## src/logic/prog_pkg.sv

```systemverilog
package prog_pkg;

    //////////////////////////////////////////////////////////////////////
    // Word and datapath widths
    //////////////////////////////////////////////////////////////////////

    localparam int INST_WIDTH       = 16;
    localparam int DATA_WIDTH       = 8;
    localparam int REG_COUNT        = 4;
    localparam int REG_IDX_WIDTH    = $clog2(REG_COUNT);
    localparam int OP_WIDTH         = 4;
    // Result index and OUT count on the result port
    localparam int RESULT_IDX_WIDTH = 8;

    // Instruction field layout
    localparam int OPC_MSB = 15;
    localparam int OPC_LSB = 12;
    localparam int DST_MSB = 11;
    localparam int DST_LSB = 10;
    localparam int SRC_MSB = 9;
    localparam int SRC_LSB = 8;
    localparam int IMM_MSB = 7;
    localparam int IMM_LSB = 0;

    //////////////////////////////////////////////////////////////////////
    // Opcodes as stored in memory
    //////////////////////////////////////////////////////////////////////

    localparam logic [OP_WIDTH-1:0] OP_NOP = 4'h0;
    localparam logic [OP_WIDTH-1:0] OP_LDI = 4'h1;
    localparam logic [OP_WIDTH-1:0] OP_ADD = 4'h2;
    localparam logic [OP_WIDTH-1:0] OP_SUB = 4'h3;
    localparam logic [OP_WIDTH-1:0] OP_AND = 4'h4;
    localparam logic [OP_WIDTH-1:0] OP_OR  = 4'h5;
    localparam logic [OP_WIDTH-1:0] OP_XOR = 4'h6;
    localparam logic [OP_WIDTH-1:0] OP_SHL = 4'h7;
    localparam logic [OP_WIDTH-1:0] OP_OUT = 4'h8;

    // Execute operations after decode
    // Nine operations so the code needs four bits
    typedef enum logic [3:0] {
        ALU_NOP = 4'd0,
        ALU_LDI = 4'd1,
        ALU_ADD = 4'd2,
        ALU_SUB = 4'd3,
        ALU_AND = 4'd4,
        ALU_OR  = 4'd5,
        ALU_XOR = 4'd6,
        ALU_SHL = 4'd7,
        ALU_OUT = 4'd8
    } alu_op_e;

endpackage
```

## src/logic/prog_engine.sv

```systemverilog
`timescale 1ns/1ps

module prog_engine #(
    parameter int IM_ADDR_WIDTH = 5
) (
    input  logic                                  clk,
    input  logic                                  rst,
    input  logic                                  inst_v,
    input  logic [prog_pkg::INST_WIDTH-1:0]       inst_in,
    output logic                                  result_v,
    output logic [prog_pkg::DATA_WIDTH-1:0]       result_data,
    output logic [prog_pkg::RESULT_IDX_WIDTH-1:0] result_idx,
    output logic                                  done,
    output logic [prog_pkg::RESULT_IDX_WIDTH-1:0] out_count,
    output logic                                  busy
);

    //////////////////////////////////////////////////////////////////////
    // Stage to stage wiring
    //////////////////////////////////////////////////////////////////////

    // Fetch
    logic                               fetch_v;
    logic [prog_pkg::INST_WIDTH-1:0]    fetch_inst;
    logic                               fetch_last;
    logic                               start;

    // Decode
    logic                               dec_v;
    prog_pkg::alu_op_e                  dec_op;
    logic [prog_pkg::REG_IDX_WIDTH-1:0] dec_dst;
    logic [prog_pkg::REG_IDX_WIDTH-1:0] dec_src;
    logic [prog_pkg::DATA_WIDTH-1:0]    dec_imm;
    logic                               dec_last;
    logic                               dec_start;

    // Execute
    logic                               out_v;
    logic [prog_pkg::DATA_WIDTH-1:0]    out_data;
    logic                               end_v;
    logic                               begin_v;

    // Program store and replay counter
    inst_mem #(
        .IM_ADDR_WIDTH (IM_ADDR_WIDTH)
    ) i_inst_mem (
        .clk        (clk),
        .rst        (rst),
        .inst_v     (inst_v),
        .inst_in    (inst_in),
        .fetch_v    (fetch_v),
        .fetch_inst (fetch_inst),
        .fetch_last (fetch_last),
        .start      (start)
    );

    inst_decode i_inst_decode (
        .clk        (clk),
        .rst        (rst),
        .fetch_v    (fetch_v),
        .fetch_inst (fetch_inst),
        .fetch_last (fetch_last),
        .start      (start),
        .dec_v      (dec_v),
        .dec_op     (dec_op),
        .dec_dst    (dec_dst),
        .dec_src    (dec_src),
        .dec_imm    (dec_imm),
        .dec_last   (dec_last),
        .dec_start  (dec_start)
    );

    alu_execute i_alu_execute (
        .clk        (clk),
        .rst        (rst),
        .dec_v      (dec_v),
        .dec_op     (dec_op),
        .dec_dst    (dec_dst),
        .dec_src    (dec_src),
        .dec_imm    (dec_imm),
        .dec_last   (dec_last),
        .dec_start  (dec_start),
        .out_v      (out_v),
        .out_data   (out_data),
        .end_v      (end_v),
        .begin_v    (begin_v)
    );

    // Numbered results and end of program
    result_port i_result_port (
        .clk         (clk),
        .rst         (rst),
        .out_v       (out_v),
        .out_data    (out_data),
        .end_v       (end_v),
        .begin_v     (begin_v),
        .result_v    (result_v),
        .result_data (result_data),
        .result_idx  (result_idx),
        .done        (done),
        .out_count   (out_count),
        .busy        (busy)
    );

endmodule

```

## src/logic/result_port.sv

```systemverilog
`timescale 1ns/1ps

module result_port (
    input  logic                                  clk,
    input  logic                                  rst,
    input  logic                                  out_v,
    input  logic [prog_pkg::DATA_WIDTH-1:0]       out_data,
    input  logic                                  end_v,
    input  logic                                  begin_v,
    output logic                                  result_v,
    output logic [prog_pkg::DATA_WIDTH-1:0]       result_data,
    output logic [prog_pkg::RESULT_IDX_WIDTH-1:0] result_idx,
    output logic                                  done,
    output logic [prog_pkg::RESULT_IDX_WIDTH-1:0] out_count,
    output logic                                  busy
);

    // OUTs seen so far in this program
    logic [prog_pkg::RESULT_IDX_WIDTH-1:0] out_cnt;
    // Index for the current OUT, restarted with the program
    logic [prog_pkg::RESULT_IDX_WIDTH-1:0] idx_base;

    // begin_v can share a cycle with the first OUT
    assign idx_base = begin_v ? '0 : out_cnt;

    always_ff @(posedge clk) begin
        if (rst) begin
            out_cnt   <= '0;
            result_v  <= 1'b0;
            done      <= 1'b0;
            out_count <= '0;
            busy      <= 1'b0;
        end else begin
            result_v <= out_v;
            done     <= end_v;
            out_cnt  <= out_v ? idx_base + 1'b1 : idx_base;
            // Final count is settled by the end strobe
            if (end_v) begin
                out_count <= out_cnt;
            end
            // busy falls on the same edge done rises
            if (begin_v) begin
                busy <= 1'b1;
            end else if (end_v) begin
                busy <= 1'b0;
            end
        end
    end

    always_ff @(posedge clk) begin
        result_data <= out_data;
        result_idx  <= idx_base;
    end

endmodule

```

## src/logic/alu_execute.sv

```systemverilog
`timescale 1ns/1ps

module alu_execute (
    input  logic                               clk,
    input  logic                               rst,
    input  logic                               dec_v,
    input  prog_pkg::alu_op_e                  dec_op,
    input  logic [prog_pkg::REG_IDX_WIDTH-1:0] dec_dst,
    input  logic [prog_pkg::REG_IDX_WIDTH-1:0] dec_src,
    input  logic [prog_pkg::DATA_WIDTH-1:0]    dec_imm,
    input  logic                               dec_last,
    input  logic                               dec_start,
    output logic                               out_v,
    output logic [prog_pkg::DATA_WIDTH-1:0]    out_data,
    output logic                               end_v,
    output logic                               begin_v
);

    // Register file
    logic [prog_pkg::DATA_WIDTH-1:0] regs     [prog_pkg::REG_COUNT];
    // Register view seen by this instruction
    logic [prog_pkg::DATA_WIDTH-1:0] cur_regs [prog_pkg::REG_COUNT];
    logic [prog_pkg::DATA_WIDTH-1:0] dst_val;
    logic [prog_pkg::DATA_WIDTH-1:0] src_val;
    logic [prog_pkg::DATA_WIDTH-1:0] alu_res;
    logic                            wr_en;
    logic                            prog_clear;
    // Last instruction has gone through execute
    logic                            last_q;

    //////////////////////////////////////////////////////////////////////
    // Operand read and ALU
    //////////////////////////////////////////////////////////////////////

    // Start of program sees an all zero register file
    assign prog_clear = dec_v & dec_start;

    always_comb begin
        for (int i = 0; i < prog_pkg::REG_COUNT; i++) begin
            cur_regs[i] = prog_clear ? '0 : regs[i];
        end
    end

    assign dst_val = cur_regs[dec_dst];
    assign src_val = cur_regs[dec_src];

    always_comb begin
        alu_res = dst_val;
        wr_en   = 1'b1;
        case (dec_op)
            prog_pkg::ALU_LDI: alu_res = dec_imm;
            // Wraps modulo 256
            prog_pkg::ALU_ADD: alu_res = dst_val + src_val;
            prog_pkg::ALU_SUB: alu_res = dst_val - src_val;
            prog_pkg::ALU_AND: alu_res = dst_val & src_val;
            prog_pkg::ALU_OR:  alu_res = dst_val | src_val;
            prog_pkg::ALU_XOR: alu_res = dst_val ^ src_val;
            // Shift amount is the low three imm bits
            prog_pkg::ALU_SHL: alu_res = dst_val << dec_imm[2:0];
            default:           wr_en   = 1'b0;
        endcase
    end

    //////////////////////////////////////////////////////////////////////
    // Register write and output strobes
    //////////////////////////////////////////////////////////////////////

    always_ff @(posedge clk) begin
        if (rst) begin
            for (int i = 0; i < prog_pkg::REG_COUNT; i++) begin
                regs[i] <= '0;
            end
            out_v   <= 1'b0;
            last_q  <= 1'b0;
            end_v   <= 1'b0;
            begin_v <= 1'b0;
        end else begin
            out_v   <= dec_v & (dec_op == prog_pkg::ALU_OUT);
            last_q  <= dec_v & dec_last;
            // One cycle behind the last OUT strobe
            end_v   <= last_q;
            begin_v <= prog_clear;
            if (dec_v) begin
                // Commit the cleared view on program start
                for (int i = 0; i < prog_pkg::REG_COUNT; i++) begin
                    regs[i] <= cur_regs[i];
                end
                if (wr_en) begin
                    regs[dec_dst] <= alu_res;
                end
            end
        end
    end

    always_ff @(posedge clk) begin
        out_data <= src_val;
    end

endmodule

```

## src/logic/inst_decode.sv

```systemverilog
`timescale 1ns/1ps

module inst_decode (
    input  logic                                  clk,
    input  logic                                  rst,
    input  logic                                  fetch_v,
    input  logic [prog_pkg::INST_WIDTH-1:0]       fetch_inst,
    input  logic                                  fetch_last,
    input  logic                                  start,
    output logic                                  dec_v,
    output prog_pkg::alu_op_e                     dec_op,
    output logic [prog_pkg::REG_IDX_WIDTH-1:0]    dec_dst,
    output logic [prog_pkg::REG_IDX_WIDTH-1:0]    dec_src,
    output logic [prog_pkg::DATA_WIDTH-1:0]       dec_imm,
    output logic                                  dec_last,
    output logic                                  dec_start
);

    logic [prog_pkg::OP_WIDTH-1:0] opcode;
    prog_pkg::alu_op_e             op_next;
    // LDI and SHL carry an immediate
    logic                          imm_used;

    assign opcode = fetch_inst[prog_pkg::OPC_MSB:prog_pkg::OPC_LSB];

    //////////////////////////////////////////////////////////////////////
    // Opcode mapping
    //////////////////////////////////////////////////////////////////////

    always_comb begin
        op_next  = prog_pkg::ALU_NOP;
        imm_used = 1'b0;
        case (opcode)
            prog_pkg::OP_NOP: op_next = prog_pkg::ALU_NOP;
            prog_pkg::OP_LDI: begin
                op_next  = prog_pkg::ALU_LDI;
                imm_used = 1'b1;
            end
            prog_pkg::OP_ADD: op_next = prog_pkg::ALU_ADD;
            prog_pkg::OP_SUB: op_next = prog_pkg::ALU_SUB;
            prog_pkg::OP_AND: op_next = prog_pkg::ALU_AND;
            prog_pkg::OP_OR:  op_next = prog_pkg::ALU_OR;
            prog_pkg::OP_XOR: op_next = prog_pkg::ALU_XOR;
            prog_pkg::OP_SHL: begin
                op_next  = prog_pkg::ALU_SHL;
                imm_used = 1'b1;
            end
            // Register to emit is in the src field
            prog_pkg::OP_OUT: op_next = prog_pkg::ALU_OUT;
            // Unused opcodes fall through as nop
            default:          op_next = prog_pkg::ALU_NOP;
        endcase
    end

    //////////////////////////////////////////////////////////////////////
    // Decode register stage
    //////////////////////////////////////////////////////////////////////

    always_ff @(posedge clk) begin
        if (rst) begin
            dec_v     <= 1'b0;
            dec_last  <= 1'b0;
            dec_start <= 1'b0;
        end else begin
            dec_v     <= fetch_v;
            dec_last  <= fetch_v & fetch_last;
            dec_start <= fetch_v & start;
        end
    end

    // Decoded instruction fields
    always_ff @(posedge clk) begin
        dec_op  <= op_next;
        dec_dst <= fetch_inst[prog_pkg::DST_MSB:prog_pkg::DST_LSB];
        dec_src <= fetch_inst[prog_pkg::SRC_MSB:prog_pkg::SRC_LSB];
        dec_imm <= imm_used ? fetch_inst[prog_pkg::IMM_MSB:prog_pkg::IMM_LSB] : '0;
    end

endmodule

```

## src/logic/inst_mem.sv

```systemverilog
`timescale 1ns/1ps

module inst_mem #(
    parameter int IM_ADDR_WIDTH = 5
) (
    input  logic                            clk,
    input  logic                            rst,
    input  logic                            inst_v,
    input  logic [prog_pkg::INST_WIDTH-1:0] inst_in,
    output logic                            fetch_v,
    output logic [prog_pkg::INST_WIDTH-1:0] fetch_inst,
    output logic                            fetch_last,
    output logic                            start
);

    localparam int DEPTH = 2 ** IM_ADDR_WIDTH;

    // Program storage
    logic [prog_pkg::INST_WIDTH-1:0] mem [DEPTH];

    // Load side
    logic [IM_ADDR_WIDTH-1:0] load_addr;
    logic [IM_ADDR_WIDTH:0]   word_cnt;
    logic                     inst_v_q;
    logic                     mem_full;
    logic                     wr_en;
    logic                     load_end;

    // Replay side
    logic [IM_ADDR_WIDTH-1:0] pc;
    logic [IM_ADDR_WIDTH:0]   last_addr;
    logic                     pc_at_end;
    logic                     replaying;

    // Shared port address
    logic [IM_ADDR_WIDTH-1:0] mem_addr;

    //////////////////////////////////////////////////////////////////////
    // Load and replay control decode
    //////////////////////////////////////////////////////////////////////

    // Count one wider than the address so a full memory is visible
    assign mem_full  = word_cnt == (IM_ADDR_WIDTH + 1)'(DEPTH);
    // Extra words past the end are dropped
    assign wr_en     = inst_v & ~replaying & ~mem_full;
    // First low cycle after a load burst
    assign load_end  = inst_v_q & ~inst_v & ~replaying & (word_cnt != '0);
    assign last_addr = word_cnt - 1'b1;
    assign pc_at_end = {1'b0, pc} == last_addr;
    // Read by pc during replay, else write by load address
    assign mem_addr  = replaying ? pc : load_addr;

    //////////////////////////////////////////////////////////////////////
    // Memory array
    //////////////////////////////////////////////////////////////////////

    always_ff @(posedge clk) begin
        if (wr_en) begin
            mem[mem_addr] <= inst_in;
        end
        // One cycle read latency
        fetch_inst <= mem[mem_addr];
    end

    //////////////////////////////////////////////////////////////////////
    // Counters and fetch strobes
    //////////////////////////////////////////////////////////////////////

    always_ff @(posedge clk) begin
        if (rst) begin
            inst_v_q   <= 1'b0;
            load_addr  <= '0;
            word_cnt   <= '0;
            pc         <= '0;
            replaying  <= 1'b0;
            fetch_v    <= 1'b0;
            fetch_last <= 1'b0;
            start      <= 1'b0;
        end else begin
            // Host level is ignored while replaying
            inst_v_q   <= inst_v & ~replaying;
            // Strobes line up with the word read this cycle
            fetch_v    <= replaying;
            fetch_last <= replaying & pc_at_end;
            start      <= replaying & (pc == '0);

            if (wr_en) begin
                load_addr <= load_addr + 1'b1;
                word_cnt  <= word_cnt + 1'b1;
            end

            if (load_end) begin
                replaying <= 1'b1;
                pc        <= '0;
            end else if (replaying) begin
                pc <= pc + 1'b1;
                if (pc_at_end) begin
                    // Back to idle with a clean load state
                    replaying <= 1'b0;
                    pc        <= '0;
                    load_addr <= '0;
                    word_cnt  <= '0;
                end
            end
        end
    end

endmodule

```

## config.mk

```make
export PLATFORM = sky130hd
export DESIGN_NAME = prog_engine
export DESIGN_NICKNAME = d
export VERILOG_FILES = /design/src/logic/prog_pkg.sv /design/src/logic/prog_engine.sv /design/src/logic/result_port.sv /design/src/logic/alu_execute.sv /design/src/logic/inst_decode.sv /design/src/logic/inst_mem.sv
export SDC_FILE = /design/constraint.sdc
export NUM_CORES = 1
export LEC_CHECK = 0
export BUFFER_PORTS_ARGS = -buffer_cell sky130_fd_sc_hd__clkbuf_2
export CAP_MARGIN = 20
export CORE_MARGIN = 10
export CORE_UTILIZATION = 50
export CTS_BUF_LIST = sky130_fd_sc_hd__clkbuf_4 sky130_fd_sc_hd__clkbuf_8
export DETAILED_ROUTE_END_ITERATION = 8
export PLACE_DENSITY = 0.66
export REMOVE_ABC_BUFFERS = 1
export SLEW_MARGIN = 20
export SYNTH_ARGS = -nofsm -noshare
export SYNTH_HDL_FRONTEND = slang
export SYNTH_HIERARCHICAL = 1
export SYNTH_SLANG_ARGS = --single-unit
```

## constraint.sdc

```tcl
create_clock -name clk -period 6.9 [get_ports clk]
set_input_delay 0 -clock clk [delete_from_list [all_inputs] [get_ports clk]]
set_output_delay 0 -clock clk [all_outputs]
set_load 0.01 [all_outputs]
```

* Word-level counts from Yosys, hierarchy flattened
Memory sizes are Yosys's and may differ from the RTL's. A register that Yosys moved wholly into a read port is not among the register bits.
Cells that the tools add are included.
** Word-level totals
- Register bits :: 87
- Memory bits (writable) :: 544
- Output and inout bits :: 27
- Word-level logic and storage cells :: 133
- Memories kept :: 2
** Memory list
- i_inst_mem.mem :: words 32, bits a word 16, rd ports 1, clocked after memory_dff 1, wr ports 1, line inst_mem.sv:19 : logic [prog_pkg::INST_WIDTH-1:0] mem [DEPTH];
- i_alu_execute.regs :: words 4, bits a word 8, rd ports 4, clocked after memory_dff 0, wr ports 5, line alu_execute.sv:20 : logic [prog_pkg::DATA_WIDTH-1:0] regs [prog_pkg::REG_COUNT];
** Cells by class
- Add/subtract/negate cells :: 7
- Order comparisons :: 2
- Equal/unequal tests :: 18
- Shifts and indexed selects :: 1
- Muxes and demuxes :: 46
- Bitwise gates (word level) :: 24
- Reduce and logical (&&, ||, !) cells :: 6
** Operators with widths (number)
- $mux W8 :: 14
- $pmux W8 S7 :: 1
- $bmux W8 S2 :: 2
- $eq A4 B3 Y1 const B :: 8
- $pmux W4 S8 :: 1
- $mux W5 :: 6
- $mux W6 :: 4
- $mux W1 :: 18
- $eq A4 B2 Y1 const B :: 4
- $and A1 B1 Y1 :: 12
- $add A5 B1 Y5 const B :: 2
- $add A8 B1 Y8 const B :: 1
- $add A8 B8 Y8 :: 1
- $and A8 B8 Y8 :: 1
- $eq A4 B1 Y1 const B :: 2
- $eq A4 B4 Y1 const B :: 2
- $or A8 B8 Y8 :: 1
- $shl A8 B3 Y8 :: 1
- $sub A8 B8 Y8 :: 1
- $xor A8 B8 Y8 :: 1
- $reduce_or A7 Y1 :: 1
- $add A6 B1 Y6 const B :: 1
- $eq A5 B6 Y1 :: 1
- $eq A6 B6 Y1 const B :: 1
- other kinds (9) :: 17

* Longest topological paths before layout
- Depth in word-level cells :: 7
- Mapped depth :: 14
- Gate-level depth less buffers :: 13

* Cells and area by module
The synthesis kept the hierarchy.
** Modules (own cells, without submodules)
- inst_mem :: times used 1, cells an instance 1209, area each 21277.9 um^2, sequential area each 16115.5 um^2
- alu_execute :: times used 1, cells an instance 384, area each 3649.8 um^2, sequential area each 1201.2 um^2
- result_port :: times used 1, cells an instance 98, area each 1123.6 um^2, sequential area each 700.7 um^2
- inst_decode :: times used 1, cells an instance 36, area each 518.0 um^2, sequential area each 380.4 um^2

* Worst setup path after synthesis
OpenSTA, ideal clock, no wires.
- Path type :: register to register
- Start :: reg i_inst_decode/dec_src[1] (netlist name)
- End :: mem i_alu_execute/regs[2][4] (netlist name) (data pin)
- Library setup time :: 0.263 ns
- Arrival :: 2.880 ns
- Setup slack :: 3.757 ns
- Stages on the path, launching flop included :: 14
- Cell sequence :: dfxtp_1 > buf_6 > mux4_2 > nand2_1 > nor2_1 > xnor2_1 > fa_1 > a21o_1 > a21oi_1 > xnor2_1 > a221oi_1 > a21oi_1 > o22ai_2 > o21ai_1
** RTL lines
- from (decl) :: line inst_decode.sv:13 : output logic [prog_pkg::REG_IDX_WIDTH-1:0] dec_src,
- from (signal assigned) :: line inst_decode.sv:75 : dec_src <= fetch_inst[prog_pkg::SRC_MSB:prog_pkg::SRC_LSB];
- to (decl) :: line alu_execute.sv:20

* Worst setup path after layout
- Start :: reg i_inst_mem.replaying
- End :: mem i_inst_mem/mem[15][9] (netlist name) (enable)
** On the way
- Cells in the longest elaborated chain, start to end :: 5
** Ends and longest elaborated chain
- from (decl) :: line inst_mem.sv:33 : logic replaying;
- from (signal assigned) :: line inst_mem.sv:75 : replaying <= 1'b0;
- from (signal assigned) :: line inst_mem.sv:93 : replaying <= 1'b1;
- from (signal assigned) :: line inst_mem.sv:99 : replaying <= 1'b0;
- $not A1 Y1 :: line inst_mem.sv:45 : assign wr_en = inst_v & ~replaying & ~mem_full;
- $and A1 B1 Y1 (2 in series) :: line inst_mem.sv:45
- $mux W1 :: line inst_mem.sv:58 : if (wr_en) begin
- $mux W1 (not written as such) :: line inst_mem.sv:59 : mem[mem_addr] <= inst_in;
- to (decl) :: line inst_mem.sv:19
Parallel ways exist; a longest one is shown, timed or not.

==> flow_summary.yaml <==
logic_synthesis:
  synthFlopType: "edfxtp_1"
  ys_seq_area_share_pct: 69.2
  synthesis.area_mm2: 0.0266
  yosysTopAreaCell: "edfxtp_1"
  synth_most_common_cell: "edfxtp_1"
  synth_top_cells_by_area: "edfxtp_1 (61%), mux2i_1 (10%), dfxtp_1 (7.8%), o22ai_1 (3.0%), ha_1 (1.2%)"
  syn_avg_cell_area_um2: 15.4
  synth_cells: 1727
  synth.distinct_cells: 84
  synth_edf_count: 544
  yosysTopAreaCellShare_pct: 61.5
  yosys_warnings: 6
  synthTopCellsByCount: "edfxtp_1 (544), mux2i_1 (271), o22ai_1 (128), dfxtp_1 (103), nor2_1 (74)"
  synthArstFlopShare_pct: 0
  synth_seq_cells: 647
timing:
  setup-violations-final: 0
  relSlewSlack_pct: 26.4
  hold_viol_final: 0
  finalCriticalPeriod_ns: 4.16
  skew_ns: 0.0384
  grt_setup_unrepaired: "no"
  slew_violations: 0
  max_clock_freq_ghz: 0.240
  finalCritPeriodShare_pct: 60.3
  fin_ws_ns: 2.74
  fin_setup_tns_ns: 0
  worst_pin_slew_ns: 1.09
clock_network:
  cts_max_level: 3
  cts.sink_count: 647
  numCtsBuffers: 102
  ctsHoldBuffers: 19
  cts_resized: 0
  cts_root_buffer: "clkbuf_8"
  clock_latency_ns: 0.71
  clock_path_buffers: 3
  cts_tree: "built"
  cts_setup_buffers: 0
  cts.clk_slew.worst_paths_ns: 0.06
worst_setup_path:
  cp.arrival_ns: 4.55
  reg2reg_slack_ns: 2.74
  crit_chain: "mux2_8 -> nand3_1 -> nor2_1 -> buf_4"
  critPathLaunchType: "flip-flop"
  slowest_stage: "dfxtp_1"
  required_ns: 7.29
  cp_max_fo: 95
  r2r_cells: 4
  r2r_start: "i_inst_mem/replaying"
  max_stage_delay_ns: 1.04
  worstSetupPathType: "reg -> reg"
  critPathCaptureType: "flip-flop"
  r2r-end: "i_inst_mem/mem[15][9]"
min_path:
  min_delay_path_depth: 5
  hp-class: "in -> reg"
  holdPathEnd: "i_inst_mem/replaying"
  min_from: "inst_v"
placed_design:
  dpl.hpwl_um: 38600
  post_dp_cell_area_mm2: 0.0276
  dp_worst_setup_slack_ns: 2.74
  gp_congestion: 0.888
  port-buffer-count: 45
power_and_ir_drop:
  power_frac_seq_pct: 50.3
  p_sw_share_pct: 25.0
  leakage_nw: 10.2
  fin_total_pwr_w: 0.00876
  p_switching_w: 0.00219
  power_density_mw_per_mm2: 293
  p_int_w: 0.00656
  clkPwrFrac_pct: 38.4
  ir_worst_vdd_v: 0.000175
  power_frac_comb_pct: 11.3
floorplanning:
  coreArea_mm2: 0.0526
  die_h_um: 251
  dieArea_mm2: 0.0628
  fp.dieW_um: 251
  rows: 84
  ios: 46
  initial_core_util_pct: 50.6
drt:
  routed_wl_um: 65900
  viasPerCell: 5.99
  drtIter0Drc: 1643
  drtAntennaViolNets: 0
  wl_per_cell_um: 25.0
  first_pass_iters: 5
  drc_errors: 0
  num_vias: 15800
cells_and_area:
  fin_nets: 1900
  layout-drive-gt1-share_pct: 18.2
  final_area_mm2: 0.0299
  fillers: 4089
  area_growth_pct: 12.7
global_routing:
  track_usage_pct: 20.5
  overflow: 0
  antenna_found_initial: 1
  grt-busiest-layer: "met2"
  grt_start_max_net_pins: 103
  gr-usage-met2_pct: 33.1
  met3_usage_pct: 3.93
  grt_pass1_vias: 15400
  gr-usage-met1_pct: 27.5
  grt_pass1_wl_um: 98100
outcome:
  outcome: "finished, final reports clean"
run:
  maxCapViolations: 0
[critical path, delay by kind of cell, from the launching register on]
kind	cells	cell delay, ns
flip-flops	1	1.04
multiplexers	1	0.97
AND/OR/NAND/NOR	2	1.45
buffers and inverters	1	0.35
[layer usage]
layer | wire length [µm] | part of all wire [%]
met1 | 27800 | 42
met2 | 31300 | 48
met3 | 4830 | 7.3
met4 | 1980 | 3.0
met5 | 0 | 0
[power groups by stage]
stage	Combinational, W	Clock [W]	Sequential, W
floorplan	0.000801	0	0.00446
global placement	0.000951	0	0.00448
detailed placement	0.000964	0	0.00448
CTS	0.000979	0.00342	0.00440
global route	0.00106	0.00360	0.00441
finish	0.000993	0.00336	0.00440
[cells in the final DEF, fill, tap and decap left out, drive strengths merged, types with 6 or more instances in the layout]
cell,n
dfxtp,103
nand3,38
a31oi,8
a21oi,27
xor2,13
and3,7
nor2,74
and2,15
clkinv,39
nor4b,6
nor2b,14
and3b,9
mux4,19
nor4,34
o21ai,55
o22ai,129
buf,53
xnor2,22
inv,35
nand2,53
or2,6
nor3,32
mux2i,272
nand2b,7
dlygate4sd3,19
nand4,10
clkbuf,191
and4b,6
edfxtp,544
ha,26
[stage by stage]
stage          hold WS (ns)  utilization (%)  cells
6_report              0.247             57.0   2632
5_1_grt               0.288             57.0   2632
3_3_place_gp          0.297             52.4   2416
2_1_floorplan        0.0667                -   1633
4_1_cts               0.187             56.9   2630
3_5_place_dp          0.283             52.4   2418
[cells by family (layout without fill, tap and decap cells)]
logic type	Yosys count	in the layout	synth area share, %
AND/OR/NAND/NOR	341	341	7.24
adder cells (fa/ha/maj)	27	27	1.30
buffers and inverters	127	343	2.73
other	0	1	0
XOR/XNOR	35	35	1.18
AO/OA/AOI/OAI	255	255	6.18
flip-flops	647	647	69.2
multiplexers	295	295	12.1
[worst max path at each step]
stage                                    start                   endpoint  cells past startpoint
final                     i_inst_mem/replaying      i_inst_mem/mem[15][9]                      4
after global routing      i_inst_mem/replaying     i_inst_mem/mem[15][14]                      4
after CTS                 i_inst_mem/replaying     i_inst_mem/mem[15][14]                      4
after detailed placement  i_inst_mem/replaying       i_inst_mem/mem[1][5]                      3
after global placement    i_inst_mem/replaying  i_inst_mem/fetch_inst[12]                      6
after floorplan           i_inst_mem/replaying      i_inst_mem/mem[11][0]                      3
[cell type report]
class                   count  area [µm²]  area share, %
diodes                      1        2.50        0.00836
clock buffers             146        1810           6.04
clock inverters            47         358           1.20
inverters                  33         124          0.414
multi-input cells         953        7550           25.2
flip-flops and latches    647       18400           61.5
well taps                 688         861           2.88
repair buffers            117         841           2.81
[state kept, by name, indices dropped and copies added, names as in the netlist, 4 cells and up]
| register | count |
|---|---|
| i_alu_execute/regs | 32 |
| i_inst_mem/fetch_inst | 16 |
| i_result_port/out_cnt | 8 |
| i_inst_decode/dec_imm | 8 |
| i_result_port/out_count | 8 |
| i_result_port/result_data | 8 |
| i_inst_mem/mem | 512 |
| i_inst_decode/dec_op | 4 |
| i_inst_mem/word_cnt | 6 |
| i_alu_execute/out_data | 8 |
| i_inst_mem/pc | 5 |
| i_inst_mem/load_addr | 5 |
| i_result_port/result_idx | 8 |
Power figures use the tool's default switching activity.
